### src/hw/cmd_parser_defines.svh
//**************************************************************************
// command parser constants
// command word fields, type and target codes, register map, reset values
//**************************************************************************
`ifndef CMD_PARSER_DEFINES_SVH
`define CMD_PARSER_DEFINES_SVH

`define CMD_W           204

// command word fields
`define CMD_HDR_HI      203
`define CMD_HDR_LO      196
`define CMD_TGT_HI      195
`define CMD_TGT_LO      188
`define CMD_TYPE_HI     187
`define CMD_TYPE_LO     184
`define CMD_ADDR_HI     183
`define CMD_ADDR_LO     152
`define CMD_DATA_HI     151
`define CMD_DATA_LO     0

`define CMD_TYPE_WR     4'h1
`define CMD_TYPE_RD     4'h2
`define CMD_TYPE_ACK    4'h6

`define TGT_REG         8'h00
`define TGT_FLT         8'h0c

// register map, target 0
`define REG_CFG_FINISH  32'h3
`define REG_PORT_TYPE   32'h4
`define REG_QBV_QCH     32'h5
`define REG_RC_THR      32'hc
`define REG_BE_THR      32'hd
`define REG_MAP_THR     32'he

`define FLT_AW          14
`define FLT_DW          9

`define PORT_TYPE_RST   8'hff
`define QBV_QCH_RST     1'b1

`endif

### src/hw/cfg_pkg.sv
//**************************************************************************
// configuration side types
// register bank contents, filter table requests, read sources
//**************************************************************************
`default_nettype none

`include "cmd_parser_defines.svh"

package cfg_pkg;

    typedef logic [8:0]  threshold_t;   // queue threshold
    typedef logic [7:0]  port_type_t;
    typedef logic [1:0]  cfg_fin_t;
    typedef logic [`CMD_ADDR_HI-`CMD_ADDR_LO:0] reg_addr_t;

    typedef logic [`FLT_AW-1:0] flt_addr_t;
    typedef logic [`FLT_DW-1:0] flt_data_t;

    typedef struct packed {
        cfg_fin_t    cfg_finish;
        port_type_t  port_type;
        logic        qbv_or_qch;
        threshold_t  rc_thr;
        threshold_t  be_thr;
        threshold_t  map_thr;
    } cfg_regs_s;

    typedef struct packed {
        logic        valid;
        reg_addr_t   addr;
        threshold_t  data;    // low bits used for the narrow registers
    } reg_wr_s;

    typedef struct packed {
        logic        valid;
        flt_addr_t   addr;
        flt_data_t   data;
    } flt_wr_s;

    typedef struct packed {
        logic        valid;
        flt_addr_t   addr;
    } flt_rd_s;

    typedef enum logic [2:0] {
        RD_NONE,
        RD_CFG_FINISH,
        RD_PORT_TYPE,
        RD_QBV_QCH,
        RD_RC,
        RD_BE,
        RD_MAP,
        RD_FLT
    } rd_src_e;

    typedef struct packed {
        logic        valid;
        rd_src_e     src;
    } rd_hit_s;

endpackage

`default_nettype wire

### src/hw/cmd_fmt_pkg.sv
//**************************************************************************
// command word format
// field types and the 204-bit command / ack word
//**************************************************************************
`default_nettype none

`include "cmd_parser_defines.svh"

package cmd_fmt_pkg;

    typedef logic [`CMD_HDR_HI-`CMD_HDR_LO:0]    cmd_hdr_t;   // passed through untouched
    typedef logic [`CMD_ADDR_HI-`CMD_ADDR_LO:0]  cmd_addr_t;
    typedef logic [`CMD_DATA_HI-`CMD_DATA_LO:0]  cmd_data_t;

    typedef enum logic [`CMD_TGT_HI-`CMD_TGT_LO:0] {
        CMD_TGT_REG = `TGT_REG,
        CMD_TGT_FLT = `TGT_FLT
    } cmd_tgt_e;

    typedef enum logic [`CMD_TYPE_HI-`CMD_TYPE_LO:0] {
        CMD_WR  = `CMD_TYPE_WR,
        CMD_RD  = `CMD_TYPE_RD,
        CMD_ACK = `CMD_TYPE_ACK
    } cmd_type_e;

    // msb first, same layout for write, read and ack
    typedef struct packed {
        cmd_hdr_t   hdr;
        cmd_tgt_e   tgt;
        cmd_type_e  cmd_type;
        cmd_addr_t  addr;
        cmd_data_t  data;
    } cmd_word_s;

endpackage

`default_nettype wire

### src/hw/cfg_reg_bank.sv
//**************************************************************************
// configuration register bank
// six port registers, loaded by decoded register writes
//**************************************************************************
`timescale 1ns/1ns
`default_nettype none

`include "cmd_parser_defines.svh"

module cfg_reg_bank (
    input  wire                    i_clk,
    input  wire                    i_rst_n,
    input  wire cfg_pkg::reg_wr_s  i_reg_wr,
    output cfg_pkg::cfg_regs_s     o_regs
);

    localparam cfg_pkg::cfg_regs_s REGS_RST = '{
        cfg_finish: '0,
        port_type:  `PORT_TYPE_RST,
        qbv_or_qch: `QBV_QCH_RST,
        rc_thr:     '0,
        be_thr:     '0,
        map_thr:    '0
    };

    always_ff @(posedge i_clk or negedge i_rst_n) begin
        if (!i_rst_n) begin
            o_regs <= REGS_RST;
        end else if (i_reg_wr.valid) begin
            case (i_reg_wr.addr)
                `REG_CFG_FINISH: o_regs.cfg_finish <= i_reg_wr.data[1:0];
                `REG_PORT_TYPE:  o_regs.port_type  <= i_reg_wr.data[7:0];
                `REG_QBV_QCH:    o_regs.qbv_or_qch <= i_reg_wr.data[0];
                `REG_RC_THR:     o_regs.rc_thr     <= i_reg_wr.data;
                `REG_BE_THR:     o_regs.be_thr     <= i_reg_wr.data;
                `REG_MAP_THR:    o_regs.map_thr    <= i_reg_wr.data;
                default: ;       // unmapped, ignore
            endcase
        end
    end

endmodule

`default_nettype wire

### src/hw/cmd_decoder.sv
//**************************************************************************
// command decoder
// qualifies write and read commands, registers one-cycle requests
//**************************************************************************
`timescale 1ns/1ns
`default_nettype none

`include "cmd_parser_defines.svh"

module cmd_decoder (
    input  wire                        i_clk,
    input  wire                        i_rst_n,
    input  wire                        i_wr_cmd_wr,
    input  wire cmd_fmt_pkg::cmd_word_s i_wr_cmd,
    input  wire                        i_rd_cmd_wr,
    input  wire cmd_fmt_pkg::cmd_word_s i_rd_cmd,
    output cfg_pkg::reg_wr_s           o_reg_wr,
    output cfg_pkg::flt_wr_s           o_flt_wr,
    output cfg_pkg::flt_rd_s           o_flt_rd,
    output cfg_pkg::rd_hit_s           o_reg_rd
);

    logic                 wr_ok;
    logic                 wr_reg;
    logic                 wr_flt;
    logic                 rd_ok;
    logic                 rd_reg;
    logic                 rd_flt;
    cfg_pkg::rd_src_e     rd_src;

    logic                 r_reg_wr_vld;
    logic                 r_flt_wr_vld;
    logic                 r_flt_rd_vld;
    logic                 r_reg_rd_vld;
    cfg_pkg::reg_addr_t   r_reg_waddr;
    cfg_pkg::threshold_t  r_reg_wdata;
    cfg_pkg::flt_addr_t   r_flt_waddr;
    cfg_pkg::flt_data_t   r_flt_wdata;
    cfg_pkg::flt_addr_t   r_flt_raddr;
    cfg_pkg::rd_src_e     r_rd_src;

    // register address to read source
    function automatic cfg_pkg::rd_src_e reg_src(input cmd_fmt_pkg::cmd_addr_t addr);
        case (addr)
            `REG_CFG_FINISH: return cfg_pkg::RD_CFG_FINISH;
            `REG_PORT_TYPE:  return cfg_pkg::RD_PORT_TYPE;
            `REG_QBV_QCH:    return cfg_pkg::RD_QBV_QCH;
            `REG_RC_THR:     return cfg_pkg::RD_RC;
            `REG_BE_THR:     return cfg_pkg::RD_BE;
            `REG_MAP_THR:    return cfg_pkg::RD_MAP;
            default:         return cfg_pkg::RD_NONE;
        endcase
    endfunction

    assign wr_ok  = i_wr_cmd_wr && (i_wr_cmd.cmd_type == cmd_fmt_pkg::CMD_WR);
    assign wr_reg = wr_ok && (i_wr_cmd.tgt == cmd_fmt_pkg::CMD_TGT_REG);
    assign wr_flt = wr_ok && (i_wr_cmd.tgt == cmd_fmt_pkg::CMD_TGT_FLT);

    assign rd_ok  = i_rd_cmd_wr && (i_rd_cmd.cmd_type == cmd_fmt_pkg::CMD_RD);
    assign rd_src = reg_src(i_rd_cmd.addr);
    assign rd_reg = rd_ok && (i_rd_cmd.tgt == cmd_fmt_pkg::CMD_TGT_REG)
                    && (rd_src != cfg_pkg::RD_NONE);
    assign rd_flt = rd_ok && (i_rd_cmd.tgt == cmd_fmt_pkg::CMD_TGT_FLT)
                    && (i_rd_cmd.addr < (cmd_fmt_pkg::cmd_addr_t'(1) << `FLT_AW));

    always_ff @(posedge i_clk or negedge i_rst_n) begin
        if (!i_rst_n) begin
            r_reg_wr_vld <= 1'b0;
            r_flt_wr_vld <= 1'b0;
            r_flt_rd_vld <= 1'b0;
            r_reg_rd_vld <= 1'b0;
        end else begin
            r_reg_wr_vld <= wr_reg;   // one cycle pulses
            r_flt_wr_vld <= wr_flt;
            r_flt_rd_vld <= rd_flt;
            r_reg_rd_vld <= rd_reg;
        end
    end

    always_ff @(posedge i_clk) begin
        if (wr_reg) begin
            r_reg_waddr <= i_wr_cmd.addr;
            r_reg_wdata <= i_wr_cmd.data[8:0];
        end
        if (wr_flt) begin
            r_flt_waddr <= i_wr_cmd.addr[`FLT_AW-1:0];
            r_flt_wdata <= i_wr_cmd.data[`FLT_DW-1:0];
        end
        if (rd_flt)
            r_flt_raddr <= i_rd_cmd.addr[`FLT_AW-1:0];
        if (rd_reg)
            r_rd_src <= rd_src;
    end

    assign o_reg_wr = '{valid: r_reg_wr_vld, addr: r_reg_waddr, data: r_reg_wdata};
    assign o_flt_wr = '{valid: r_flt_wr_vld, addr: r_flt_waddr, data: r_flt_wdata};
    assign o_flt_rd = '{valid: r_flt_rd_vld, addr: r_flt_raddr};
    assign o_reg_rd = '{valid: r_reg_rd_vld, src: r_rd_src};

    // a read goes either to the bank or to the table
    a_rd_excl: assert property (@(posedge i_clk) disable iff (!i_rst_n)
        !(o_flt_rd.valid && o_reg_rd.valid));

endmodule

`default_nettype wire

### src/hw/command_parser_top.sv
//**************************************************************************
// configuration command parser, top level
// decoder, register bank, filter table port and ack builder
//**************************************************************************
`timescale 1ns/1ns
`default_nettype none

module command_parser_top (
    input  wire                         i_clk,
    input  wire                         i_rst_n,
    input  wire                         i_wr_command_wr,
    input  wire cmd_fmt_pkg::cmd_word_s iv_wr_command,
    input  wire                         i_rd_command_wr,
    input  wire cmd_fmt_pkg::cmd_word_s iv_rd_command,
    output cmd_fmt_pkg::cmd_word_s      o_rd_command_ack,
    output cfg_pkg::cfg_regs_s          o_cfg_regs,
    output cfg_pkg::flt_addr_t          o_flt_ram_addr,
    output cfg_pkg::flt_data_t          o_flt_ram_wdata,
    output logic                        o_flt_ram_wr,
    output logic                        o_flt_ram_rd,
    input  wire cfg_pkg::flt_data_t     i_flt_ram_rdata
);

    cfg_pkg::reg_wr_s  reg_wr;
    cfg_pkg::flt_wr_s  flt_wr;
    cfg_pkg::flt_rd_s  flt_rd;
    cfg_pkg::rd_hit_s  reg_rd;
    logic              flt_hit;

    cmd_decoder u_cmd_decoder (
        .i_clk       (i_clk),
        .i_rst_n     (i_rst_n),
        .i_wr_cmd_wr (i_wr_command_wr),
        .i_wr_cmd    (iv_wr_command),
        .i_rd_cmd_wr (i_rd_command_wr),
        .i_rd_cmd    (iv_rd_command),
        .o_reg_wr    (reg_wr),
        .o_flt_wr    (flt_wr),
        .o_flt_rd    (flt_rd),
        .o_reg_rd    (reg_rd)
    );

    cfg_reg_bank u_cfg_reg_bank (
        .i_clk    (i_clk),
        .i_rst_n  (i_rst_n),
        .i_reg_wr (reg_wr),
        .o_regs   (o_cfg_regs)
    );

    flt_table_port u_flt_table_port (
        .i_clk       (i_clk),
        .i_rst_n     (i_rst_n),
        .i_flt_wr    (flt_wr),
        .i_flt_rd    (flt_rd),
        .o_ram_addr  (o_flt_ram_addr),
        .o_ram_wdata (o_flt_ram_wdata),
        .o_ram_wr    (o_flt_ram_wr),
        .o_ram_rd    (o_flt_ram_rd),
        .o_flt_hit   (flt_hit)
    );

    rd_ack_builder u_rd_ack_builder (
        .i_clk       (i_clk),
        .i_rst_n     (i_rst_n),
        .i_rd_cmd    (iv_rd_command),
        .i_reg_rd    (reg_rd),
        .i_flt_hit   (flt_hit),
        .i_regs      (o_cfg_regs),
        .i_flt_rdata (i_flt_ram_rdata),
        .o_ack       (o_rd_command_ack)
    );

endmodule

`default_nettype wire

### src/hw/flt_table_port.sv
//**************************************************************************
// filter table RAM port
// write wins over a read in the same cycle and surviving reads are flagged
//**************************************************************************
`timescale 1ns/1ns
`default_nettype none

module flt_table_port (
    input  wire                    i_clk,
    input  wire                    i_rst_n,
    input  wire cfg_pkg::flt_wr_s  i_flt_wr,
    input  wire cfg_pkg::flt_rd_s  i_flt_rd,
    output cfg_pkg::flt_addr_t     o_ram_addr,
    output cfg_pkg::flt_data_t     o_ram_wdata,
    output logic                   o_ram_wr,
    output logic                   o_ram_rd,
    output logic                   o_flt_hit
);

    //**********************************************************************
    // shared address and read gating
    //**********************************************************************
    assign o_ram_wr    = i_flt_wr.valid;
    assign o_ram_rd    = i_flt_rd.valid && !i_flt_wr.valid;
    assign o_ram_addr  = i_flt_wr.valid ? i_flt_wr.addr : i_flt_rd.addr;
    assign o_ram_wdata = i_flt_wr.data;

    // read reached the RAM, data follows two edges later
    always_ff @(posedge i_clk or negedge i_rst_n) begin
        if (!i_rst_n)
            o_flt_hit <= 1'b0;
        else
            o_flt_hit <= o_ram_rd;
    end

    a_wr_rd_excl: assert property (@(posedge i_clk) disable iff (!i_rst_n)
        !(o_ram_wr && o_ram_rd));

endmodule

`default_nettype wire

### src/hw/rd_ack_builder.sv
//**************************************************************************
// read acknowledge builder
// aligns read hits with RAM data and the delayed read header
//**************************************************************************
`timescale 1ns/1ns
`default_nettype none

module rd_ack_builder (
    input  wire                         i_clk,
    input  wire                         i_rst_n,
    input  wire cmd_fmt_pkg::cmd_word_s i_rd_cmd,
    input  wire cfg_pkg::rd_hit_s       i_reg_rd,
    input  wire                         i_flt_hit,
    input  wire cfg_pkg::cfg_regs_s     i_regs,
    input  wire cfg_pkg::flt_data_t     i_flt_rdata,
    output cmd_fmt_pkg::cmd_word_s      o_ack
);

    cfg_pkg::rd_hit_s        r_reg_rd_d;    // lines up with i_flt_hit
    cfg_pkg::rd_hit_s        hit_s1;
    cfg_pkg::rd_hit_s        r_hit_s2;
    cmd_fmt_pkg::cmd_hdr_t   r_hdr_dly  [3];
    cmd_fmt_pkg::cmd_tgt_e   r_tgt_dly  [3];
    cmd_fmt_pkg::cmd_addr_t  r_addr_dly [3];
    cmd_fmt_pkg::cmd_data_t  ack_data;

    //**********************************************************************
    // hit alignment
    //**********************************************************************
    assign hit_s1.valid = r_reg_rd_d.valid || i_flt_hit;
    assign hit_s1.src   = i_flt_hit ? cfg_pkg::RD_FLT : r_reg_rd_d.src;

    always_ff @(posedge i_clk or negedge i_rst_n) begin
        if (!i_rst_n) begin
            r_reg_rd_d <= '0;
            r_hit_s2   <= '0;
        end else begin
            r_reg_rd_d <= i_reg_rd;
            r_hit_s2   <= hit_s1;
        end
    end

    // header, target and address of the read, three stages
    always_ff @(posedge i_clk) begin
        r_hdr_dly[0]  <= i_rd_cmd.hdr;
        r_tgt_dly[0]  <= i_rd_cmd.tgt;
        r_addr_dly[0] <= i_rd_cmd.addr;
        for (int i = 1; i < 3; i++) begin
            r_hdr_dly[i]  <= r_hdr_dly[i-1];
            r_tgt_dly[i]  <= r_tgt_dly[i-1];
            r_addr_dly[i] <= r_addr_dly[i-1];
        end
    end

    always_comb begin
        case (r_hit_s2.src)
            cfg_pkg::RD_CFG_FINISH: ack_data = cmd_fmt_pkg::cmd_data_t'(i_regs.cfg_finish);
            cfg_pkg::RD_PORT_TYPE:  ack_data = cmd_fmt_pkg::cmd_data_t'(i_regs.port_type);
            cfg_pkg::RD_QBV_QCH:    ack_data = cmd_fmt_pkg::cmd_data_t'(i_regs.qbv_or_qch);
            cfg_pkg::RD_RC:         ack_data = cmd_fmt_pkg::cmd_data_t'(i_regs.rc_thr);
            cfg_pkg::RD_BE:         ack_data = cmd_fmt_pkg::cmd_data_t'(i_regs.be_thr);
            cfg_pkg::RD_MAP:        ack_data = cmd_fmt_pkg::cmd_data_t'(i_regs.map_thr);
            cfg_pkg::RD_FLT:        ack_data = cmd_fmt_pkg::cmd_data_t'(i_flt_rdata);
            default:                ack_data = '0;
        endcase
    end

    // ack keeps its last value between reads
    always_ff @(posedge i_clk or negedge i_rst_n) begin
        if (!i_rst_n) begin
            o_ack <= '0;
        end else if (r_hit_s2.valid) begin
            o_ack <= '{hdr:      r_hdr_dly[2],
                       tgt:      r_tgt_dly[2],
                       cmd_type: cmd_fmt_pkg::CMD_ACK,
                       addr:     r_addr_dly[2],
                       data:     ack_data};
        end
    end

    // bank read and table read never meet at the merge point
    a_one_src: assert property (@(posedge i_clk) disable iff (!i_rst_n)
        !(r_reg_rd_d.valid && i_flt_hit));

    a_src_known: assert property (@(posedge i_clk) disable iff (!i_rst_n)
        r_hit_s2.valid |-> (r_hit_s2.src != cfg_pkg::RD_NONE));

endmodule

`default_nettype wire

### config.mk
export PLATFORM = sky130hd
export DESIGN_NAME = command_parser_top
export DESIGN_NICKNAME = d
export VERILOG_FILES = /design/src/hw/cfg_pkg.sv /design/src/hw/cmd_fmt_pkg.sv /design/src/hw/cfg_reg_bank.sv /design/src/hw/cmd_decoder.sv /design/src/hw/command_parser_top.sv /design/src/hw/flt_table_port.sv /design/src/hw/rd_ack_builder.sv
export VERILOG_INCLUDE_DIRS = /design/src /design/src/hw
export SDC_FILE = /design/constraint.sdc
export NUM_CORES = 1
export LEC_CHECK = 0
export ABC_AREA = 1
export BUFFER_PORTS_ARGS = -buffer_cell sky130_fd_sc_hd__buf_2
export CAP_MARGIN = 40
export CELL_PAD_IN_SITES_DETAIL_PLACEMENT = 1
export CELL_PAD_IN_SITES_GLOBAL_PLACEMENT = 1
export CORE_AREA = 2 2 268 270
export CTS_BUF_LIST = sky130_fd_sc_hd__clkbuf_16
export DETAILED_ROUTE_END_ITERATION = 10
export DIE_AREA = 0 0 270 272
export PLACE_DENSITY_LB_ADDON = 0.1
export RECOVER_POWER = 100
export SYNTH_ARGS = -nofsm -noshare
export SYNTH_HDL_FRONTEND = slang
export SYNTH_HIERARCHICAL = 1
export SYNTH_SLANG_ARGS = --single-unit
### constraint.sdc
create_clock -name i_clk -period 1.3 [get_ports i_clk]
set_input_delay 0.195 -clock i_clk [delete_from_list [all_inputs] [get_ports i_clk]]
set_output_delay 0.195 -clock i_clk [all_outputs]
set_load 0.02 [all_outputs]
==> results.yml <==
place:
  hpwl_mm: 30.4
  gp_congestion: 0.725
  postPlaceCellArea_um2: 14400
  place_ws_ns: -0.395
  port_buffers: 239
detailed_routing:
  wl_mm: 42.6
  postRouteAntennaNets: 0
  first_pass_iters: 4
  drt_iter0_drc: 337
  wl_per_cell_um: 16.3
  via_count: 9026
  drcViolationCount: 0
  via_per_inst: 3.45
timing:
  fin_skew_ns: 0.0232
  worst_pin_slew_ns: 0.910
  grt_setup_unrepaired: "true"
  setup_violations: 150
  finalHoldViolCount: 0
  whs_ns: 0.0302
  worst_slack_ns: -0.416
  max_freq_mhz: 583
  slew_violations: 0
  slew-limit-headroom_pct: 39.3
  period_share_pct: 132
  period_needed_ns: 1.72
synth:
  synth.most_common_cell: "nand2_1"
  synth_top_area_share_pct: 24.2
  synth_cell_types: 36
  synth_seq_area_share_pct: 67.5
  synth_warnings: 6
  yosysTopAreaCell: "dfxtp_1"
  postSynthCellCount: 1098
  ys_seq_elements: 334
  synth_common_cells: "nand2_1, buf_4, dfxtp_1"
  synthTopCellsByArea: "dfxtp_1, dfrtp_1, edfxtp_1"
  synth-edff-count: 81
  synth_flop_cell: "dfxtp_1"
  synth_area_um2: 11900
  async_reset_ff_share_pct: 32.6
  avgSynthCellArea_um2: 10.9
outcome:
  status: "finished with violations"
  violations: "negative setup slack"
grt:
  gr-total-overflow: 0
  grt_max_degree: 43
  grt_pass1_vias: 9416
  grt_pass1_wl_mm: 62.4
  antenna_found_initial: 1
  grt_usage_pct: 11.4
floorplanning:
  start_util_pct: 16.9
  dieArea_um2: 73400
  rows: 98
  die_x_um: 270
  io_pins: 688
  coreArea_um2: 70800
  die_y_um: 272
final_layout:
  stdcell_area_um2: 18900
  diodes: 0
  drive_gt1_share_pct: 36.5
  fin_nets: 2058
  area_delta_synth_final_pct: 58.6
setup_path:
  regToRegEndpoint: "u_cfg_reg_bank/o_regs[29]"
  reg2reg_slack_ns: -0.26
  cp_max_fo: 4
  startpoint: "u_cmd_decoder/r_flt_wr_vld"
  required_ns: 1.11
  worst_setup_path_start_kind: "flop"
  critPathKind: "flop to primary output"
  r2r_start: "u_cmd_decoder/r_reg_waddr[30]"
  cp.arrival_ns: 1.52
  reg2reg_depth: 8
  end_kind: "primary output"
  endpoint: "o_flt_ram_addr[0]"
clock_network:
  clock-sinks: 334
  cts_root_buffer: "clkbuf_16"
  cts-htree-levels: 2
  clkTransAtPathRegs_ns: 0.06
  cts_tree: "built"
  cts_buffers: 42
  clock_path_buffers: 3
  clk_latency_ns: 0.58
worst_hold_path:
  hold_path.class: "primary input to flop"
power:
  ir_worst_vdd_v: 0.000785
  power.density_nw_per_um2: 1250
  leakage_nw: 8.62
job:
  drv_cap: 0
report_power, final:
| part | leakage [nW] | internal [W] | switching, W |
|---|---|---|---|
| combinational | 4.57 | 0.000364 | 0.000711 |
| clock | 0.717 | 0.00675 | 0.00484 |
| sequential | 3.34 | 0.0109 | 0.0000570 |
layer usage:
layer / track usage [%] / part of all wire, %
met1: 15.7 / 47
met2: 16.8 / 42
met3: 4.10 / 9.0
met4: 3.06 / 2.0
met5: 0 / 0
through the flow:
step,power (W),setup TNS (ns),utilization [%],instances
floorplan,0.0119,-22.11,-,1242
global placement,0.0121,-24.59,20.4,2334
detailed placement,0.0121,-25.44,20.4,2334
CTS,0.0242,-22.83,26.4,2588
global route,0.0247,-35.88,26.8,2620
finish,0.0236,-17.52,26.8,2620
placed cells by master, fill, tap and decap left out, drive strengths merged, types with 3 or more instances in the layout:
cell         count
dfrtp          100
clkbuf         119
nor2            71
conb           145
nor4             3
clkinv          19
inv             48
o21ai           15
buf            364
or2              6
nor3             6
edfxtp          81
nand3           65
nand4           25
dlygate4sd3     95
dfstp            9
nand2          344
bufinv           4
dfxtp          144
state kept, by name, indices dropped and copies added, names as in the netlist:
register and cells:
u_cmd_decoder/r_flt_waddr 14, u_flt_table_port/o_flt_hit 1, u_cmd_decoder/r_reg_wdata 9, u_rd_ack_builder/r_hdr_dly 24
u_cmd_decoder/r_rd_src 3, u_cfg_reg_bank/o_regs 38, u_cmd_decoder/r_reg_wr_vld 1, u_cmd_decoder/r_reg_waddr 32
u_rd_ack_builder/r_hit_s2 4, u_cmd_decoder/r_reg_rd_vld 1, u_rd_ack_builder/r_tgt_dly 24, u_cmd_decoder/r_flt_wr_vld 1
u_cmd_decoder/r_flt_wdata 9, u_cmd_decoder/r_flt_raddr 14, u_rd_ack_builder/o_ack 58, u_rd_ack_builder/r_addr_dly 96
u_cmd_decoder/r_flt_rd_vld 1, u_rd_ack_builder/r_reg_rd_d 4
cell type report:
type	instances	area (µm²)
fill	8043	51800
inverter	37	146
clock inverter	35	327
timing repair buffer	537	4570
clock buffer	42	1050
multi-input combinational	685	3580
tap	950	1190
sequential	334	8070
how the worst min path moves through the flow:
stage,from,to,cells after the start,slack (ns)
6_report,i_flt_ram_rdata[8],u_rd_ack_builder/o_ack[8],5,0.03
2_1_floorplan,i_rst_n,u_cfg_reg_bank/o_regs[0],0,-0.10
3_3_place_gp,i_rst_n,u_rd_ack_builder/o_ack[180],1,0.07
4_1_cts,i_flt_ram_rdata[7],u_rd_ack_builder/o_ack[7],5,0.002
5_1_grt,i_flt_ram_rdata[4],u_rd_ack_builder/o_ack[4],5,0.02
3_5_place_dp,i_rst_n,u_rd_ack_builder/o_ack[180],1,0.07
cell families after synthesis:
kind of cell / Yosys count / share of synthesized area, %
compound gates: 19 / 0.818
buf+inv: 225 / 12.7
flops: 334 / 67.5
other cells: 1 / 0.0314
simple gates: 519 / 18.9
worst max-delay path, cell delays in order, from the launching register on:
cell	delay, ns
dfrtp_2	0.46
buf_4	0.16
nand2_1	0.07
nand2_2	0.09
buf_4	0.17
timing repair:
item | CTS | global route
setup endpoints to repair | 169 | 170
gates cloned | 7 | 0
hold buffers | 94 | 3
pin swaps | 66 | 46
resized for setup | 369 | 71
endpoints found under the hold margin | 232 | 4
setup buffers | 78 | 33
No activity file was read; power rests on OpenSTA's default activity.
